<file path="src/verilog/mmu_cfg.svh">
// ############################
// Widths, TLB depth and address map of the MMU front end
// Included by the package and by any module that sizes a vector
// ############################
`ifndef MMU_CFG_SVH
`define MMU_CFG_SVH

// Sv39 virtual address split
`define MMU_VADDR_WIDTH       39
`define MMU_PAGE_OFFSET_WIDTH 12
`define MMU_VTAG_WIDTH        27

// Physical tag, 40-bit paddr with the page offset
`define MMU_PTAG_WIDTH        28

// One command payload word
`define MMU_PAYLOAD_WIDTH     32

`define MMU_TLB_ENTRIES       8

// Domain id sits in the top ptag bits
`define MMU_DID_WIDTH         3
`define MMU_UNCACHED_BIT      24

`endif

</file>
<file path="src/verilog/mmu_pkg.sv">
// ############################
// Command, response and TLB entry types of the MMU front end
// ############################
`include "mmu_cfg.svh"

package mmu_pkg;

  typedef enum logic [2:0] {
    e_op_load      = 3'd0,
    e_op_store     = 3'd1,
    e_op_tlb_fill  = 3'd2,
    e_op_cfg_write = 3'd3,
    e_op_sfence    = 3'd4
  } mmu_op_e;

  typedef enum logic [1:0] {
    e_priv_u = 2'd0,
    e_priv_s = 2'd1,
    e_priv_m = 2'd3
  } mmu_priv_e;

  // Leaf PTE as carried by a fill command
  typedef struct packed {
    logic [`MMU_PAYLOAD_WIDTH-`MMU_PTAG_WIDTH-4:0] rsvd;
    logic [`MMU_PTAG_WIDTH-1:0]                    ptag;
    logic                                          u;
    logic                                          w;
    logic                                          d;
  } mmu_pte_s;

  typedef struct packed {
    logic [`MMU_PAYLOAD_WIDTH-6:0] rsvd;
    mmu_priv_e                     priv;
    logic                          sum;
    logic                          translation_en;
    logic                          uncached_mode;
  } mmu_cfg_word_s;

  // Same word seen by fill and cfg_write commands
  typedef union packed {
    mmu_pte_s      pte;
    mmu_cfg_word_s cfg;
  } mmu_payload_u;

  typedef struct packed {
    mmu_op_e                     op;
    logic [`MMU_VADDR_WIDTH-1:0] vaddr;
    mmu_payload_u                payload;
  } mmu_cmd_s;

  typedef struct packed {
    logic [`MMU_VADDR_WIDTH-1:0]                        vaddr;
    logic [`MMU_PTAG_WIDTH+`MMU_PAGE_OFFSET_WIDTH-1:0] paddr;
    logic                                               tlb_miss;
    logic                                               load_page_fault;
    logic                                               store_page_fault;
    logic                                               load_access_fault;
    logic                                               store_access_fault;
  } mmu_resp_s;

  typedef struct packed {
    mmu_priv_e priv;
    logic      sum;
    logic      translation_en;
    logic      uncached_mode;
  } mmu_cfg_s;

endpackage

</file>
<file path="src/verilog/mmu_cfg_regs.sv">
// ############################
// Privilege and mode register, loaded by cfg_write commands
// ############################
`timescale 1ns/1ps

module mmu_cfg_regs (
  input  logic              clk_i,
  input  logic              reset_i,
  input  logic              cmd_v_i,
  input  mmu_pkg::mmu_cmd_s cmd_i,
  output mmu_pkg::mmu_cfg_s cfg_o
);

  mmu_pkg::mmu_cfg_word_s cfg_word;
  mmu_pkg::mmu_cfg_s      cfg_q;
  logic                   cfg_write_v;

  // Payload read through its config view
  assign cfg_word    = cmd_i.payload.cfg;
  assign cfg_write_v = cmd_v_i && (cmd_i.op == mmu_pkg::e_op_cfg_write);

  // Comes out of reset in M mode, bare
  always_ff @(posedge clk_i) begin
    if (reset_i) begin
      cfg_q.priv           <= mmu_pkg::e_priv_m;
      cfg_q.sum            <= 1'b0;
      cfg_q.translation_en <= 1'b0;
      cfg_q.uncached_mode  <= 1'b0;
    end else if (cfg_write_v) begin
      cfg_q.priv           <= cfg_word.priv;
      cfg_q.sum            <= cfg_word.sum;
      cfg_q.translation_en <= cfg_word.translation_en;
      cfg_q.uncached_mode  <= cfg_word.uncached_mode;
    end
  end

  assign cfg_o = cfg_q;

endmodule

</file>
<file path="src/verilog/mmu_dtlb.sv">
// ############################
// Fully associative data TLB, round-robin fill, one-cycle lookup
// ############################
`timescale 1ns/1ps
`include "mmu_cfg.svh"

module mmu_dtlb (
  input  logic              clk_i,
  input  logic              reset_i,
  input  logic              cmd_v_i,
  input  mmu_pkg::mmu_cmd_s cmd_i,
  output logic              hit_o,
  output mmu_pkg::mmu_pte_s entry_o
);

  localparam int ENTRIES   = `MMU_TLB_ENTRIES;
  localparam int PTR_WIDTH = $clog2(ENTRIES);

  logic [`MMU_VTAG_WIDTH-1:0] tag_q [ENTRIES];
  mmu_pkg::mmu_pte_s          pte_q [ENTRIES];
  logic [ENTRIES-1:0]         valid_q;
  logic [PTR_WIDTH-1:0]       fill_ptr_q;

  logic                       fill_v;
  logic                       sfence_v;
  logic                       lookup_v;
  logic [`MMU_VTAG_WIDTH-1:0] vtag;
  logic [ENTRIES-1:0]         match;
  mmu_pkg::mmu_pte_s          match_pte;

  assign fill_v   = cmd_v_i && (cmd_i.op == mmu_pkg::e_op_tlb_fill);
  assign sfence_v = cmd_v_i && (cmd_i.op == mmu_pkg::e_op_sfence);
  assign lookup_v = cmd_v_i &&
                    ((cmd_i.op == mmu_pkg::e_op_load) || (cmd_i.op == mmu_pkg::e_op_store));
  assign vtag     = cmd_i.vaddr[`MMU_VADDR_WIDTH-1:`MMU_PAGE_OFFSET_WIDTH];

  // Tags are unique between flushes, so at most one match
  always_comb begin
    match_pte = '0;
    for (int i = 0; i < ENTRIES; i++) begin
      match[i] = valid_q[i] && (tag_q[i] == vtag);
      if (match[i]) begin
        match_pte = pte_q[i];
      end
    end
  end

  always_ff @(posedge clk_i) begin
    if (reset_i) begin
      valid_q    <= '0;
      fill_ptr_q <= '0;
    end else if (sfence_v) begin
      valid_q <= '0;
    end else if (fill_v) begin
      valid_q[fill_ptr_q] <= 1'b1;
      if (fill_ptr_q == PTR_WIDTH'(ENTRIES - 1)) begin
        fill_ptr_q <= '0;
      end else begin
        fill_ptr_q <= fill_ptr_q + 1'b1;
      end
    end
  end

  // Storage arrays
  always_ff @(posedge clk_i) begin
    if (fill_v) begin
      tag_q[fill_ptr_q] <= vtag;
      pte_q[fill_ptr_q] <= cmd_i.payload.pte;
    end
  end

  // Lookup result for the stage-one command
  always_ff @(posedge clk_i) begin
    if (reset_i) begin
      hit_o <= 1'b0;
    end else begin
      hit_o <= lookup_v && (|match);
    end
  end

  always_ff @(posedge clk_i) begin
    if (lookup_v) begin
      entry_o <= match_pte;
    end
  end

endmodule

</file>
<file path="src/verilog/mmu_fault_check.sv">
// ############################
// Stage-two permission and access checks, registered response
// ############################
`timescale 1ns/1ps
`include "mmu_cfg.svh"

module mmu_fault_check (
  input  logic                        clk_i,
  input  logic                        reset_i,
  input  logic                        s1_v_i,
  input  logic                        s1_store_i,
  input  logic [`MMU_VADDR_WIDTH-1:0] s1_vaddr_i,
  input  logic                        kill_i,
  input  mmu_pkg::mmu_cfg_s           cfg_i,
  input  logic                        hit_i,
  input  mmu_pkg::mmu_pte_s           entry_i,
  output logic                        resp_v_o,
  output mmu_pkg::mmu_resp_s          resp_o
);

  localparam int PADDR_WIDTH = `MMU_PTAG_WIDTH + `MMU_PAGE_OFFSET_WIDTH;

  logic                       trans_active;
  logic                       tlb_miss;
  logic                       priv_fault;
  logic                       write_fault;
  logic                       load_pf;
  logic                       store_pf;
  logic [PADDR_WIDTH-1:0]     paddr;
  logic [`MMU_PTAG_WIDTH-1:0] ptag;
  logic                       did_fault;
  logic                       mode_fault;
  logic                       access_fault;
  mmu_pkg::mmu_resp_s         resp_d;

  // M mode always runs bare
  assign trans_active = cfg_i.translation_en && (cfg_i.priv != mmu_pkg::e_priv_m);
  assign tlb_miss     = trans_active && !hit_i;

  assign paddr = (trans_active && hit_i) ?
                 {entry_i.ptag, s1_vaddr_i[`MMU_PAGE_OFFSET_WIDTH-1:0]} :
                 PADDR_WIDTH'(s1_vaddr_i);
  assign ptag  = paddr[PADDR_WIDTH-1:`MMU_PAGE_OFFSET_WIDTH];

  // S mode touches user pages only with SUM
  assign priv_fault  = trans_active && hit_i &&
                       (((cfg_i.priv == mmu_pkg::e_priv_s) && !cfg_i.sum && entry_i.u) ||
                        ((cfg_i.priv == mmu_pkg::e_priv_u) && !entry_i.u));
  assign write_fault = trans_active && hit_i && s1_store_i && (!entry_i.w || !entry_i.d);
  assign load_pf     = !s1_store_i && priv_fault;
  assign store_pf    = s1_store_i && (priv_fault || write_fault);

  // Only domain zero is reachable
  assign did_fault    = ptag[`MMU_PTAG_WIDTH-1 -: `MMU_DID_WIDTH] != '0;
  assign mode_fault   = cfg_i.uncached_mode && !ptag[`MMU_UNCACHED_BIT];
  assign access_fault = !tlb_miss && !load_pf && !store_pf && (did_fault || mode_fault);

  always_comb begin
    resp_d.vaddr              = s1_vaddr_i;
    resp_d.paddr              = paddr;
    resp_d.tlb_miss           = tlb_miss;
    resp_d.load_page_fault    = load_pf;
    resp_d.store_page_fault   = store_pf;
    resp_d.load_access_fault  = access_fault && !s1_store_i;
    resp_d.store_access_fault = access_fault && s1_store_i;
  end

  // Kill squashes whatever sits in stage one
  always_ff @(posedge clk_i) begin
    if (reset_i || kill_i) begin
      resp_v_o <= 1'b0;
      resp_o   <= '0;
    end else begin
      resp_v_o <= s1_v_i;
      resp_o   <= resp_d;
    end
  end

endmodule

</file>
<file path="src/verilog/mmu_top.sv">
// ############################
// MMU front end top, two-stage load/store translation
// ############################
`timescale 1ns/1ps
`include "mmu_cfg.svh"

module mmu_top (
  input  logic               clk_i,
  input  logic               reset_i,
  input  logic               cmd_v_i,
  input  mmu_pkg::mmu_cmd_s  cmd_i,
  input  logic               kill_i,
  output logic               resp_v_o,
  output mmu_pkg::mmu_resp_s resp_o
);

  mmu_pkg::mmu_cfg_s           cfg;
  logic                        tlb_hit;
  mmu_pkg::mmu_pte_s           tlb_entry;
  logic                        mem_v;
  logic                        s1_v_q;
  logic                        s1_store_q;
  logic [`MMU_VADDR_WIDTH-1:0] s1_vaddr_q;

  assign mem_v = cmd_v_i &&
                 ((cmd_i.op == mmu_pkg::e_op_load) || (cmd_i.op == mmu_pkg::e_op_store));

  // Stage one holds loads and stores only
  always_ff @(posedge clk_i) begin
    if (reset_i) begin
      s1_v_q     <= 1'b0;
      s1_store_q <= 1'b0;
    end else begin
      s1_v_q     <= mem_v;
      s1_store_q <= mem_v && (cmd_i.op == mmu_pkg::e_op_store);
    end
  end

  always_ff @(posedge clk_i) begin
    s1_vaddr_q <= cmd_i.vaddr;
  end

  mmu_cfg_regs cfg_regs_i (
    .clk_i   (clk_i),
    .reset_i (reset_i),
    .cmd_v_i (cmd_v_i),
    .cmd_i   (cmd_i),
    .cfg_o   (cfg)
  );

  mmu_dtlb dtlb_i (
    .clk_i   (clk_i),
    .reset_i (reset_i),
    .cmd_v_i (cmd_v_i),
    .cmd_i   (cmd_i),
    .hit_o   (tlb_hit),
    .entry_o (tlb_entry)
  );

  mmu_fault_check fault_check_i (
    .clk_i      (clk_i),
    .reset_i    (reset_i),
    .s1_v_i     (s1_v_q),
    .s1_store_i (s1_store_q),
    .s1_vaddr_i (s1_vaddr_q),
    .kill_i     (kill_i),
    .cfg_i      (cfg),
    .hit_i      (tlb_hit),
    .entry_i    (tlb_entry),
    .resp_v_o   (resp_v_o),
    .resp_o     (resp_o)
  );

endmodule
</file>
<file path="config.mk">
export PLATFORM = sky130hd
export DESIGN_NAME = mmu_top
export DESIGN_NICKNAME = d
export VERILOG_FILES = /design/src/verilog/mmu_pkg.sv /design/src/verilog/mmu_cfg_regs.sv /design/src/verilog/mmu_dtlb.sv /design/src/verilog/mmu_fault_check.sv /design/src/verilog/mmu_top.sv
export VERILOG_INCLUDE_DIRS = /design/src /design/src/verilog
export SDC_FILE = /design/constraint.sdc
export NUM_CORES = 1
export LEC_CHECK = 0
export BUFFER_PORTS_ARGS = -buffer_cell sky130_fd_sc_hd__buf_2
export CAP_MARGIN = 20
export CORE_MARGIN = 1.5
export CORE_UTILIZATION = 50
export CTS_CLUSTER_DIAMETER = 40
export DETAILED_ROUTE_END_ITERATION = 10
export PLACE_DENSITY = 0.68
export SETUP_SLACK_MARGIN = 0.05
export SLEW_MARGIN = 20
export SYNTH_ARGS = -nofsm -noshare
export SYNTH_HDL_FRONTEND = slang
export SYNTH_SLANG_ARGS = --single-unit
</file>
<file path="constraint.sdc">
create_clock -name clk_i -period 6.76 [get_ports clk_i]
set_input_delay 0.338 -clock clk_i [delete_from_list [all_inputs] [get_ports clk_i]]
set_output_delay 0.338 -clock clk_i [all_outputs]
set_load 0.01 [all_outputs]
</file>
After elaboration in Yosys (flattened, before gate mapping)
Memories as Yosys holds them, arrays and structs flattened.
Index checks and enable logic that the tools add are counted.
{ "word_totals": {"register_bits": 174, "mem_count": 2, "wordCells": 112, "ramBits": 472, "output_inout_bits": 85, "in_bits": 78} }
{ "classes": {"addsub": 1, "n_eq_ne": 15, "bitwise_logic": 2, "reduce_logical": 54, "mux": 14, "order_cmp": 2} }
{ "mem_list": {"columns": ["memory", "depth", "word_bits", "rd", "rd_ports_with_merged_regs", "write_ports", "line_no", "text"], "rows": [
  ["dtlb_i.pte_q", 8, 32, 8, 0, 1, "mmu_dtlb.sv:20", "mmu_pkg::mmu_pte_s pte_q [ENTRIES];"],
  ["dtlb_i.tag_q", 8, 27, 8, 0, 1, "mmu_dtlb.sv:19", "logic [`MMU_VTAG_WIDTH-1:0] tag_q [ENTRIES];"]
]} }
{ "ops": {"columns": ["cell", "n"], "rows": [
  ["31-bit two-way mux", 8],
  ["27-bit == test", 8],
  ["40-bit two-way mux", 1],
  ["1-bit logical AND", 32],
  ["1-bit logical NOT", 10],
  ["8-bit OR", 1],
  ["8-bit OR reduction", 1],
  ["3-bit by 2-bit == test with 1-bit output, second input constant", 2],
  ["3-bit == test, second input constant", 2],
  ["1-bit logical OR", 6],
  ["3-bit by 4-bit less-than comparator with 1-bit output, second input constant", 1],
  ["3-bit by 1-bit adder with 3-bit output, second input constant", 1],
  ["1-bit demux with 3-bit select", 1],
  ["3-bit by 1-bit == test with 1-bit output, second input constant", 1],
  ["3-bit by 1-bit >= comparator with 1-bit output, second input constant", 1],
  ["3-bit logical NOT", 1],
  ["1-bit two-way mux", 3],
  ["3-bit two-way mux", 1],
  ["3-bit nonzero test", 1],
  ["2-bit by 1-bit == test with 1-bit output, second input constant", 1],
  ["2-bit logical NOT", 1],
  ["2-bit inequality test, second input constant", 1],
  ["2-bit AND reduction", 1],
  ["2-bit OR reduction", 1],
  ["1-bit NOT", 1]
]} }

Logic depth before layout (Yosys ltp)
Gate-level depths: netlist (run 1).
{ "depth": {"depth_word": 11, "depth_mapped": 9, "ltp_nobuf": 7} }

Modules after synthesis
From an unflattened synthesis (run 1), not the netlist that was laid out.
{ "unflattened": {"hier_cells": 1576, "area_unflattened_um2": 24159.4} }
{ "by_module_without_submodules": {"columns": ["module", "instances", "area_per_inst_um2", "cells_each", "seq_area_each_um2"], "rows": [
  ["mmu_dtlb", 1, 20672.3, 1266, 15374.7],
  ["mmu_fault_check", 1, 2408.6, 244, 1461.4],
  ["mmu_top", 1, 850.8, 43, 820.8],
  ["mmu_cfg_regs", 1, 227.7, 23, 100.1]
]} }

Least setup slack after synthesis (run 1)
OpenSTA, ideal clock, no wires.
{ "synth_timing": {"kind": "input -> register", "from": "input port cmd_i[73] in the netlist's numbering", "to": "memory dtlb_i.pte_q[1][0] in the netlist's numbering (enable)", "cell_stages": 4, "setup_ns": 0.548, "arrival_ns": 5.269, "n_path_buf": 0, "required_time_ns": 6.212, "slack_ns": 0.943, "path_cell_list": "nand2b_1 > nor3b_1 > nand2_1 > nor3_1"} }
{ "synth_between": {"elab_chain_len": 4} }
{ "synth_rtl": {"columns": ["item", "line_no", "text"], "rows": [
  ["from (decl)", "mmu_top.sv:11", "input mmu_pkg::mmu_cmd_s cmd_i,"],
  ["3-bit by 2-bit == test with 1-bit output", "mmu_dtlb.sv:31", "assign fill_v = cmd_v_i && (cmd_i.op == mmu_pkg::e_op_tlb_fill);"],
  ["1-bit logical AND", "mmu_dtlb.sv:31", null],
  ["1-bit two-way mux", "mmu_dtlb.sv:66", "if (fill_v) begin"],
  ["1-bit two-way mux (not written as such)", "mmu_dtlb.sv:68", "pte_q[fill_ptr_q] <= cmd_i.payload.pte;"],
  ["to (decl)", "mmu_dtlb.sv:20", null]
]} }
Every way passes these cells.

==> results of run 1 <==
cells by family after synthesis:
group,after synthesis,share of synthesized area (%)
xor+xnor,216,7.92
flops,626,72.9
simple gates,313,7.45
buf+inv,171,3.31
compound gates,198,5.46
mux,69,2.88
fa+ha+maj,2,0.104
path summary, 6_finish.rpt:
check	startpoint	to	slack [ns]	cells past startpoint
worst max-delay path	dtlb_i.tag_q[3][2]$_DFFE_PP_	dtlb_i.entry_o[28]$_DFFE_PP_	2.92	8
worst min-delay path	cmd_i[20]	dtlb_i.pte_q[0][20]$_DFFE_PP_	0.03	1
worst max register to register	dtlb_i.tag_q[3][2]$_DFFE_PP_	dtlb_i.entry_o[28]$_DFFE_PP_	2.92	8
worst min register to register	s1_vaddr_q[0]$_DFF_P_	fault_check_i.resp_o[5]$_SDFF_PP0_	0.42	1
power by group through the flow:
stage | Clock, µW | Sequential, µW | Combinational [µW]
6_report | 4070 | 4220 | 273
5_1_grt | 4270 | 4220 | 294
4_1_cts | 4130 | 4220 | 274
3_5_place_dp | 0 | 4300 | 261
3_3_place_gp | 0 | 4300 | 254
2_1_floorplan | 0 | 4300 | 126
synth_stat cells (all sizes together) (28+ instances only):
cell and count:
nand4 44, o21a 38, dfxtp 131, and4 30, nor4 29, inv 66
mux2i 68, a21oi 28, xnor2 144, o21ai 32, xor2 72, nand2 63
and2 42, edfxtp 495, or4 32, clkbuf 58, a31oi 63, nor2 53
buf 47, a211o 32
critical path: cells and delay by family, from the launching register on:
family / cells / cell delay, ns
compound gates: 2 / 0.34
mux: 1 / 0.33
xor+xnor: 1 / 0.16
simple gates: 3 / 1.79
buf+inv: 1 / 0.59
flops: 1 / 0.38
sequential cells by signal, indices dropped and copies added (netlist names):
name	count
cfg_regs_i.cfg_o	5
dtlb_i.entry_o	31
dtlb_i.fill_ptr_q	3
dtlb_i.hit_o	1
dtlb_i.pte_q	248
dtlb_i.tag_q	216
dtlb_i.valid_q	8
fault_check_i.resp_o	72
fault_check_i.resp_v_o	1
s1_store_q	1
s1_v_q	1
s1_vaddr_q	39
per-layer routing:
metal	vias up	global-route usage [%]	part of all wire (%)
met5	-	0	0.019
met4	2	8.20	2.2
met3	101	4.39	8.2
met2	599	37.7	47
met1	6887	32.7	42
li1	6251	-	-
per-stage QoR:
stage / worst slack (ns) / power [µW]
final: 2.92 / 8560
after global routing: 2.83 / 8780
after CTS: 2.97 / 8620
after detailed placement: 2.54 / 4560
after global placement: 2.57 / 4550
after floorplan: 0.943 / 4430
layout make-up:
cell class                 count  area [µm²]  area share [%]
clock inverter                46         445            1.58
multi-input combinational    798        5820            20.7
tap                          615         769            2.73
sequential                   626       17500            62.1
clock buffer                  95        2130            7.56
timing repair buffer         214        1280            4.53
antenna                        1        2.50         0.00888
inverter                      66         248           0.879
cell usage in the layout, fill, tap and decap left out, types with 3 or more instances in the layout:
cell type      synthesis  routed
nor3_1                 6       4
clkinv_1               0       6
a211o_1               32      32
nor2_1                53      44
clkbuf_1              58       9
mux2i_1               68      68
a21oi_1               28      28
clkbuf_8               0       5
clkbuf_16              0      81
dfxtp_1              131     131
edfxtp_1             495     495
nor2_4                 0       9
o21ai_0               32      32
bufinv_16              0       5
nor4_1                28      26
and2_1                41      42
buf_2                 20     161
nand2_1               63      63
clkinv_4               0       9
nand4_1               44      44
dlygate4sd3_1          0      24
inv_1                 66      66
or4_1                 31      31
nand3_1                3       3
a31oi_1               63      62
and4_1                30      30
buf_4                 14      28
clkinvlp_4             0       5
o21a_1                38      38
clkinv_2               0       8
xor2_1                72      72
inv_6                  0      10
xnor2_1              143     143
nand2b_1               5       5
==> flow_metrics.py, run 1 <==
metrics = {
    "clock_network": {
        "cts_root_buf": "clkbuf_16",
        "hold_buffers": 24,
        "clock-sinks": 626,
        "postCtsSetupRepairBufs": 0,
        "h-tree-depth": 3,
        "clk_pin_slew_ns": 0.06,
        "cts_made_buffers": 77,
        "cts.path.max_buffers": 3,
        "clkLatencyLatePin_ns": 0.60,
        "ctsResizeCount": 0,
        "cts_tree": "done",
    },
    "drt": {
        "drtPass1Iterations": 6,
        "drt_iter0_drc": 1343,
        "drcViolationCount": 0,
        "vias": 13840,
        "drt_wl_total_mm": 57.8,
        "avgRoutedWirePerCell_um": 23.5,
        "via_per_inst": 5.62,
        "ant_nets": 0,
    },
    "global_routing": {
        "grt.overflow.total": 0,
        "grt_pass1_vias": 13719,
        "grtUsageTotal_pct": 23.6,
        "antenna_found_initial": 3,
        "grt_pass1_wl_mm": 85.9,
        "grt_max_degree": 65,
    },
    "place": {
        "port-buffer-count": 161,
        "placed_cells": 2294,
        "gp_congestion": 0.740,
        "placed_area_mm2": 0.0253,
        "hpwl_mm": 31.9,
    },
    "sta": {
        "final-max-slew-violation-count": 0,
        "hold_viol": 0,
        "tns_ns": 0,
        "finalCritPeriodShare_pct": 56.8,
        "tightestPinTransition_ns": 1.03,
        "setup_viol": 0,
        "clock.fmax_mhz": 261,
        "rsz0062_at_grt": "no",
        "fin_hold_ws_ns": 0.0294,
        "fin_skew_ns": 0.0265,
        "fin_crit_ns": 3.84,
        "slew_headroom_pct": 31.3,
    },
    "hold_path": {
        "hold_class": "in2reg",
    },
    "synthesis": {
        "synth_fp_nets": 1675,
        "yosys_warnings": 0,
        "synthCells": 1595,
        "synth_ff_type": "edfxtp_1",
        "seq_area_frac_synth_pct": 72.9,
        "synth_area_mm2": 0.0240,
        "synthArstFlopShare_pct": 0,
        "synth_area_leaders": "edfxtp_1, dfxtp_1, xnor2_1",
        "syn_area_per_cell_um2": 15.0,
        "synth_cell_types": 42,
        "synth-seq-cells": 626,
        "synth_edf_count": 495,
        "synth_top_area_share_pct": 61.9,
        "synth_top_area_cell": "edfxtp_1",
    },
    "pwr": {
        "ir_drop_mv": 0.227,
        "p_per_area_mw_per_mm2": 304,
        "p_seq_share_pct": 49.3,
        "p_leak_uw": 0.0104,
        "swShare_pct": 21.1,
        "p_clk_share_pct": 47.6,
        "pwr-share-comb_pct": 3.2,
        "p_sw_uw": 1810,
        "p_int_uw": 6750,
    },
    "layout": {
        "final_core_utilization_pct": 59.3,
        "fill_cells": 3564,
        "post-route-cell-area_mm2": 0.0282,
        "final_net_count": 1863,
        "instances_no_fill": 2461,
        "drive_gt1_share_pct": 18.2,
        "area_growth_pct": 17.4,
    },
    "worst_setup_path": {
        "slowest_stage": "nand4_1",
        "worstPathMaxFanout": 23,
        "end_kind": "flop",
        "crit_chain": "xnor2_1 > nand4_1 > nor4_1 > nand4_1 > buf_4 > mux2_2 > a211oi_1 > o41ai_1",
        "cpPeakStageDelay_ns": 0.82,
        "criticalPathCategory": "reg2reg",
        "start_kind": "flop",
        "critPathRequiredTime_ns": 7.11,
        "cp.arrival_ns": 4.19,
        "cpMostUsedCell": "nand4_1",
    },
    "flow_run": {
        "maxCapViolCount": 0,
    },
    "floorplan": {
        "die_h_um": 222,
        "core_area_mm2": 0.0475,
        "die_w_um": 222,
        "fp.dieArea_mm2": 0.0493,
        "rows": 80,
        "ios": 163,
        "start_util_pct": 50.5,
    },
    "run_status": {
        "status": "complete, no violations",
    },
}
Power figures use the tool's default switching activity.
==> run 2, diff against run 1 <==
--- a/config.mk
+++ b/config.mk
@@ -12,7 +12,7 @@
 export CORE_UTILIZATION = 50
 export CTS_CLUSTER_DIAMETER = 40
 export DETAILED_ROUTE_END_ITERATION = 10
-export PLACE_DENSITY = 0.68
+export PLACE_DENSITY = 0.71
 export SETUP_SLACK_MARGIN = 0.05
 export SLEW_MARGIN = 20
 export SYNTH_ARGS = -nofsm -noshare
==> constraint.sdc (replaced) <==
create_clock -name clk_i -period 3.35 [get_ports clk_i]
set_input_delay 0.1675 -clock clk_i [delete_from_list [all_inputs] [get_ports clk_i]]
set_output_delay 0.1675 -clock clk_i [all_outputs]
set_load 0.01 [all_outputs]
==> run 2 against run 1 <==
  * Via count is 2.7% higher
  * Largest power group unchanged
  * Final area up 3.8%
  * Register-to-register slack got worse by 2.6 ns
  * Wire length increased by 0.18%
  * Clock power increased by 110%
  * Sequential power rose by 100%
==> flow_metrics.py, run 2 (synthesis results as in run 1) <==
metrics = {
    "sta": {
        "fin_crit_ns": 3.01,
        "tns_ns": 0,
        "setup_viol": 0,
        "hold_viol": 0,
        "setup_ws_ns": 0.341,
        "rsz0062_at_grt": "no",
        "clock.fmax_mhz": 332,
        "tightestPinTransition_ns": 0.892,
        "finalCritPeriodShare_pct": 89.8,
        "fin_skew_ns": 0.0252,
        "slew_headroom_pct": 40.3,
        "final-max-slew-violation-count": 0,
    },
    "global_routing": {
        "grt_pass1_wl_mm": 87.0,
        "grt_pass1_vias": 14365,
        "antenna_found_initial": 2,
        "grtUsageTotal_pct": 23.6,
        "grt.overflow.total": 0,
        "grt_max_degree": 65,
    },
    "drt": {
        "vias": 14220,
        "drtPass1Iterations": 5,
        "ant_nets": 0,
        "via_per_inst": 5.55,
        "drt_iter0_drc": 1235,
        "drcViolationCount": 0,
        "avgRoutedWirePerCell_um": 22.6,
        "drt_wl_total_mm": 57.9,
    },
    "worst_setup_path": {
        "crit_buf_inv": 0,
        "slowest_stage": "or4_4",
        "cpPeakStageDelay_ns": 0.80,
        "end_kind": "flop",
        "crit_start": "dtlb_i.tag_q[2][9]$_DFFE_PP_",
        "cp.arrival_ns": 3.44,
        "start_kind": "flop",
        "criticalPathCategory": "reg2reg",
        "worstPathMaxFanout": 33,
        "crit_chain": "xnor2_1 > nand4_1 > or4_4 > o31a_4 > a211o_1 > a31oi_1",
        "crit_family": "compound AO/OA/AOI/OAI gates",
        "r2r_start": "dtlb_i.tag_q[2][9]$_DFFE_PP_",
        "critPathRequiredTime_ns": 3.78,
    },
    "flow_run": {
        "maxCapViolCount": 0,
    },
    "floorplan": {
        "ios": 163,
        "rows": 80,
        "die_h_um": 222,
        "fp.dieArea_mm2": 0.0493,
        "core_area_mm2": 0.0475,
        "die_w_um": 222,
        "start_util_pct": 50.5,
    },
    "place": {
        "port-buffer-count": 161,
        "dp_slack_ns": 0.373,
        "gp_congestion": 0.793,
        "hpwl_mm": 34.9,
    },
    "clock_network": {
        "clk_pin_slew_ns": 0.06,
        "h-tree-depth": 3,
        "clkLatencyLatePin_ns": 0.61,
        "cts_root_buf": "clkbuf_16",
        "cts.path.max_buffers": 3,
        "cts_made_buffers": 78,
        "clock-sinks": 626,
        "cts_tree": "done",
        "ctsResizeCount": 0,
    },
    "layout": {
        "drive_gt1_share_pct": 19.8,
        "area_growth_pct": 21.9,
        "largest_register_ffs": 248,
        "final_cell_mix": "edfxtp_1, buf_2, xnor2_1",
        "final_net_count": 1960,
        "largest-register": "dtlb_i.pte_q",
        "multi_input_area_mm2": 0.00583,
        "final_core_utilization_pct": 61.5,
        "regArea_mm2": 0.0175,
        "layout_commonest_cell": "edfxtp_1",
        "fill_cells": 3385,
        "top_regs": "dtlb_i.pte_q (248), dtlb_i.tag_q (216), fault_check_i.resp_o (72)",
    },
    "pwr": {
        "p_int_uw": 13900,
        "swShare_pct": 20.9,
        "power_uw": 17500,
        "p_sw_uw": 3670,
        "p_leak_uw": 0.0109,
        "p_per_area_mw_per_mm2": 600,
        "ir_drop_mv": 0.461,
        "pwr-share-comb_pct": 3.6,
        "p_seq_share_pct": 48.5,
        "p_clk_share_pct": 47.9,
    },
    "hold_path": {
        "hold_class": "in2reg",
        "hold_path.startpoint": "cmd_v_i",
    },
    "run_status": {
        "status": "complete, no violations",
    },
}
==> run 2: worst paths after layout <==
path         cells past startpoint  slack (ns)                             endpoint
max reg2reg                      6        0.34         dtlb_i.entry_o[17]$_DFFE_PP_
min reg2reg                      1        0.42  fault_check_i.resp_o[10]$_SDFF_PP0_
max                              6        0.34         dtlb_i.entry_o[17]$_DFFE_PP_
min                              3        0.04                    s1_v_q$_SDFF_PP0_
==> run 2: timing repair <==
item                       CTS  global route
setup endpoints to repair    0             0
hold endpoints to repair   356             0
hold buffers                74             0
setup buffers                0             0
==> run 2: layout make-up <==
type	instances	area share, %
Tap cell	615	2.63
Clock buffer	100	7.36
Inverter	66	0.847
Multi-Input combinational cell	798	19.9
Sequential cell	626	59.8
Timing Repair Buffer	310	7.73
Antenna cell	3	0.0257
Clock inverter	43	1.69
==> run 2: power by group through the flow <==
stage,Clock (µW),Combinational (µW),Sequential (µW)
after floorplan,0,254,8680
after global placement,0,545,8660
after detailed placement,0,559,8670
after CTS,8520,632,8510
after global routing,8820,674,8510
final,8410,628,8510
==> run 2: through the flow <==
stage | hold WS [ns] | cell area [µm²] | cells
2_1_floorplan | 0.195 | 24000 | 1595
3_3_place_gp | 0.270 | 25800 | 2341
3_5_place_dp | 0.272 | 25800 | 2341
4_1_cts | 0.0266 | 29200 | 2558
5_1_grt | 0.0886 | 29200 | 2559
6_report | 0.0411 | 29200 | 2561
==> run 2: per-layer routing <==
metal	share of wire [%]	wire length (µm)	track usage [%]
met1	41	23800	30.5
met2	50	29000	40.1
met3	6.6	3820	3.82
met4	2.4	1370	8.62
met5	0	0	0
==> run 2: worst min-delay path: cells and delay by family <==
| kind | cells | cell delay, ns |
|---|---|---|
| simple gates | 2 | 0.28 |
| buf+inv | 1 | 0.14 |
==> run 3, diff against run 2 <==
--- a/config.mk
+++ b/config.mk
@@ -13,6 +13,7 @@
 export CTS_CLUSTER_DIAMETER = 40
 export DETAILED_ROUTE_END_ITERATION = 10
 export PLACE_DENSITY = 0.71
+export REMOVE_ABC_BUFFERS = 1
 export SETUP_SLACK_MARGIN = 0.05
 export SLEW_MARGIN = 20
 export SYNTH_ARGS = -nofsm -noshare
==> run 3 against run 2 <==
  * Final area grew 0.33%
  * Register-to-register slack gained 0.18 ns
  * Clock power grew 8.0%
  * Maximum frequency grew 5.4%
  * Critical path type is now in2reg
  * Global-route usage grew 0.36 points
  * Setup slack gained 0.16 ns
  * Non-clock buffer count shrank 15
  * Clock-buffer cell count grew 3
  * Die area is the same
  * Clock skew grew 0.0046 ns
  * Final cell count shrank 0.39%
==> flow_metrics.py, run 3 (synthesis results as in run 1) <==
metrics = {
    "global_routing": {
        "grt_pass1_vias": 14637,
        "antenna_found_initial": 4,
        "grt.overflow.total": 0,
        "grtUsageTotal_pct": 23.9,
        "grt_max_degree": 64,
        "grt_pass1_wl_mm": 87.9,
    },
    "layout": {
        "final_cell_mix": "edfxtp_1, buf_2, xnor2_1",
        "drive_gt1_share_pct": 19.6,
        "largest-register": "dtlb_i.pte_q",
        "final_core_utilization_pct": 61.7,
        "final_net_count": 1947,
        "top_regs": "dtlb_i.pte_q (248), dtlb_i.tag_q (216), fault_check_i.resp_o (72)",
        "largest_register_ffs": 248,
        "layout_commonest_cell": "edfxtp_1",
        "area_growth_pct": 22.3,
    },
    "floorplan": {
        "die_h_um": 222,
        "start_util_pct": 50.5,
        "rows": 80,
        "core_area_mm2": 0.0475,
        "die_w_um": 222,
        "ios": 163,
        "fp.dieArea_mm2": 0.0493,
    },
    "clock_network": {
        "h-tree-depth": 3,
        "clock-sinks": 626,
        "cts_made_buffers": 80,
        "hold_buffers": 73,
        "cts.path.max_buffers": 3,
        "clk_pin_slew_ns": 0.05,
        "cts_root_buf": "clkbuf_16",
        "postCtsSetupRepairBufs": 0,
        "ctsResizeCount": 0,
        "clkLatencyLatePin_ns": 0.61,
        "cts_tree": "done",
    },
    "sta": {
        "fin_crit_ns": 2.85,
        "final-max-slew-violation-count": 0,
        "fin_hold_ws_ns": 0.0676,
        "fin_skew_ns": 0.0299,
        "finalCritPeriodShare_pct": 85.2,
        "clock.fmax_mhz": 350,
        "setup_viol": 0,
        "tightestPinTransition_ns": 1.04,
        "slew_headroom_pct": 30.6,
        "hold_viol": 0,
        "tns_ns": 0,
        "rsz0062_at_grt": "no",
    },
    "pwr": {
        "p_clk_share_pct": 49.9,
        "p_per_area_mw_per_mm2": 620,
        "p_sw_uw": 3790,
        "ir_drop_mv": 0.444,
        "p_seq_share_pct": 46.8,
        "p_leak_uw": 0.0110,
        "pwr-share-comb_pct": 3.4,
        "swShare_pct": 20.8,
        "p_int_uw": 14400,
    },
    "worst_setup_path": {
        "start_kind": "input pin",
        "worstPathMaxFanout": 32,
        "slowest_stage": "or4_4",
        "cpPeakStageDelay_ns": 0.73,
        "end_kind": "flop",
        "cp.arrival_ns": 3.29,
        "criticalPathCategory": "in2reg",
        "critPathRequiredTime_ns": 3.79,
        "crit_buf_inv": 2,
        "crit_family": "compound AO/OA/AOI/OAI gates",
        "crit_chain": "dlygate4sd3_1 > buf_2 > xnor2_1 > nand4_1 > or4_4 > o31a_4 > a211o_1 > a31oi_1",
    },
    "drt": {
        "via_per_inst": 5.58,
        "vias": 14244,
        "avgRoutedWirePerCell_um": 22.9,
        "drt_iter0_drc": 1504,
        "drtPass1Iterations": 5,
        "ant_nets": 0,
        "drt_wl_total_mm": 58.4,
        "drcViolationCount": 0,
    },
    "run_status": {
        "status": "complete, no violations",
    },
    "hold_path": {
        "hold_class": "in2reg",
    },
    "place": {
        "gp_congestion": 0.751,
        "hpwl_mm": 32.1,
        "port-buffer-count": 161,
    },
    "flow_run": {
        "maxCapViolCount": 0,
    },
}
run 3: cell count changes in the layout (fill, tap and decap cells not counted), sizes merged:
| cell | previous run | this run |
|---|---|---|
| bufinv | 7 | 11 |
| clkinvlp | 8 | 5 |
| clkbuf | 100 | 103 |
| clkinv | 16 | 19 |
| buf | 236 | 222 |
| diode | 3 | 1 |
| dlygate4sd3 | 74 | 73 |
run 3: through the flow:
stage	instance area (µm²)	instances	worst slack, ns	power, µW
floorplan	23400	1490	-2.30	8860
global placement	25700	2327	0.439	9200
detailed placement	25700	2327	0.406	9210
CTS	29300	2550	0.490	18300
global route	29300	2551	0.346	18700
finish	29300	2551	0.497	18200
run 3: worst paths after layout:
| path | startpoint | end | slack (ns) | cells after the start |
|---|---|---|---|---|
| worst min-delay path | cmd_v_i | s1_v_q$_SDFF_PP0_ | 0.07 | 3 |
| worst max-delay path | cmd_i[55] | dtlb_i.entry_o[0]$_DFFE_PP_ | 0.50 | 8 |
| worst min register to register | s1_vaddr_q[9]$_DFF_P_ | fault_check_i.resp_o[14]$_SDFF_PP0_ | 0.42 | 1 |
| worst max register to register | dtlb_i.tag_q[2][2]$_DFFE_PP_ | dtlb_i.entry_o[0]$_DFFE_PP_ | 0.52 | 6 |
run 3: final cells by class:
| class | count | area [µm²] |
|---|---|---|
| fillers | 3437 | 18200 |
| flip-flops and latches | 626 | 17500 |
| multi-input cells | 798 | 5810 |
| clock buffers | 103 | 2260 |
| repair buffers | 295 | 2130 |
| well taps | 615 | 769 |
| clock inverters | 47 | 628 |
| inverters | 66 | 248 |
| diodes | 1 | 2.50 |
run 3: worst register-to-register path, cell delays in order, from the launching register on:
cell and delay [ns]:
edfxtp_1 0.38, xnor2_1 0.15, nand4_1 0.12, or4_4 0.77, o31a_4 0.71, a211o_1 0.36, a31oi_1 0.17
run 3: layer usage:
| metal | GRT usage, % | vias up | wire [µm] |
|---|---|---|---|
| li1 | - | 6426 | - |
| met1 | 31.1 | 7104 | 23800 |
| met2 | 40.3 | 615 | 28700 |
| met3 | 4.55 | 99 | 4370 |
| met4 | 8.33 | 0 | 1510 |
| met5 | 0 | - | 0 |
run 3: power by group through the flow:
| stage | logic, µW | clock network [µW] | registers [µW] |
|---|---|---|---|
| after floorplan | 177 | 0 | 8680 |
| final | 612 | 9080 | 8510 |
| after global routing | 658 | 9500 | 8520 |
| after CTS | 615 | 9160 | 8510 |
| after detailed placement | 543 | 0 | 8670 |
| after global placement | 529 | 0 | 8670 |
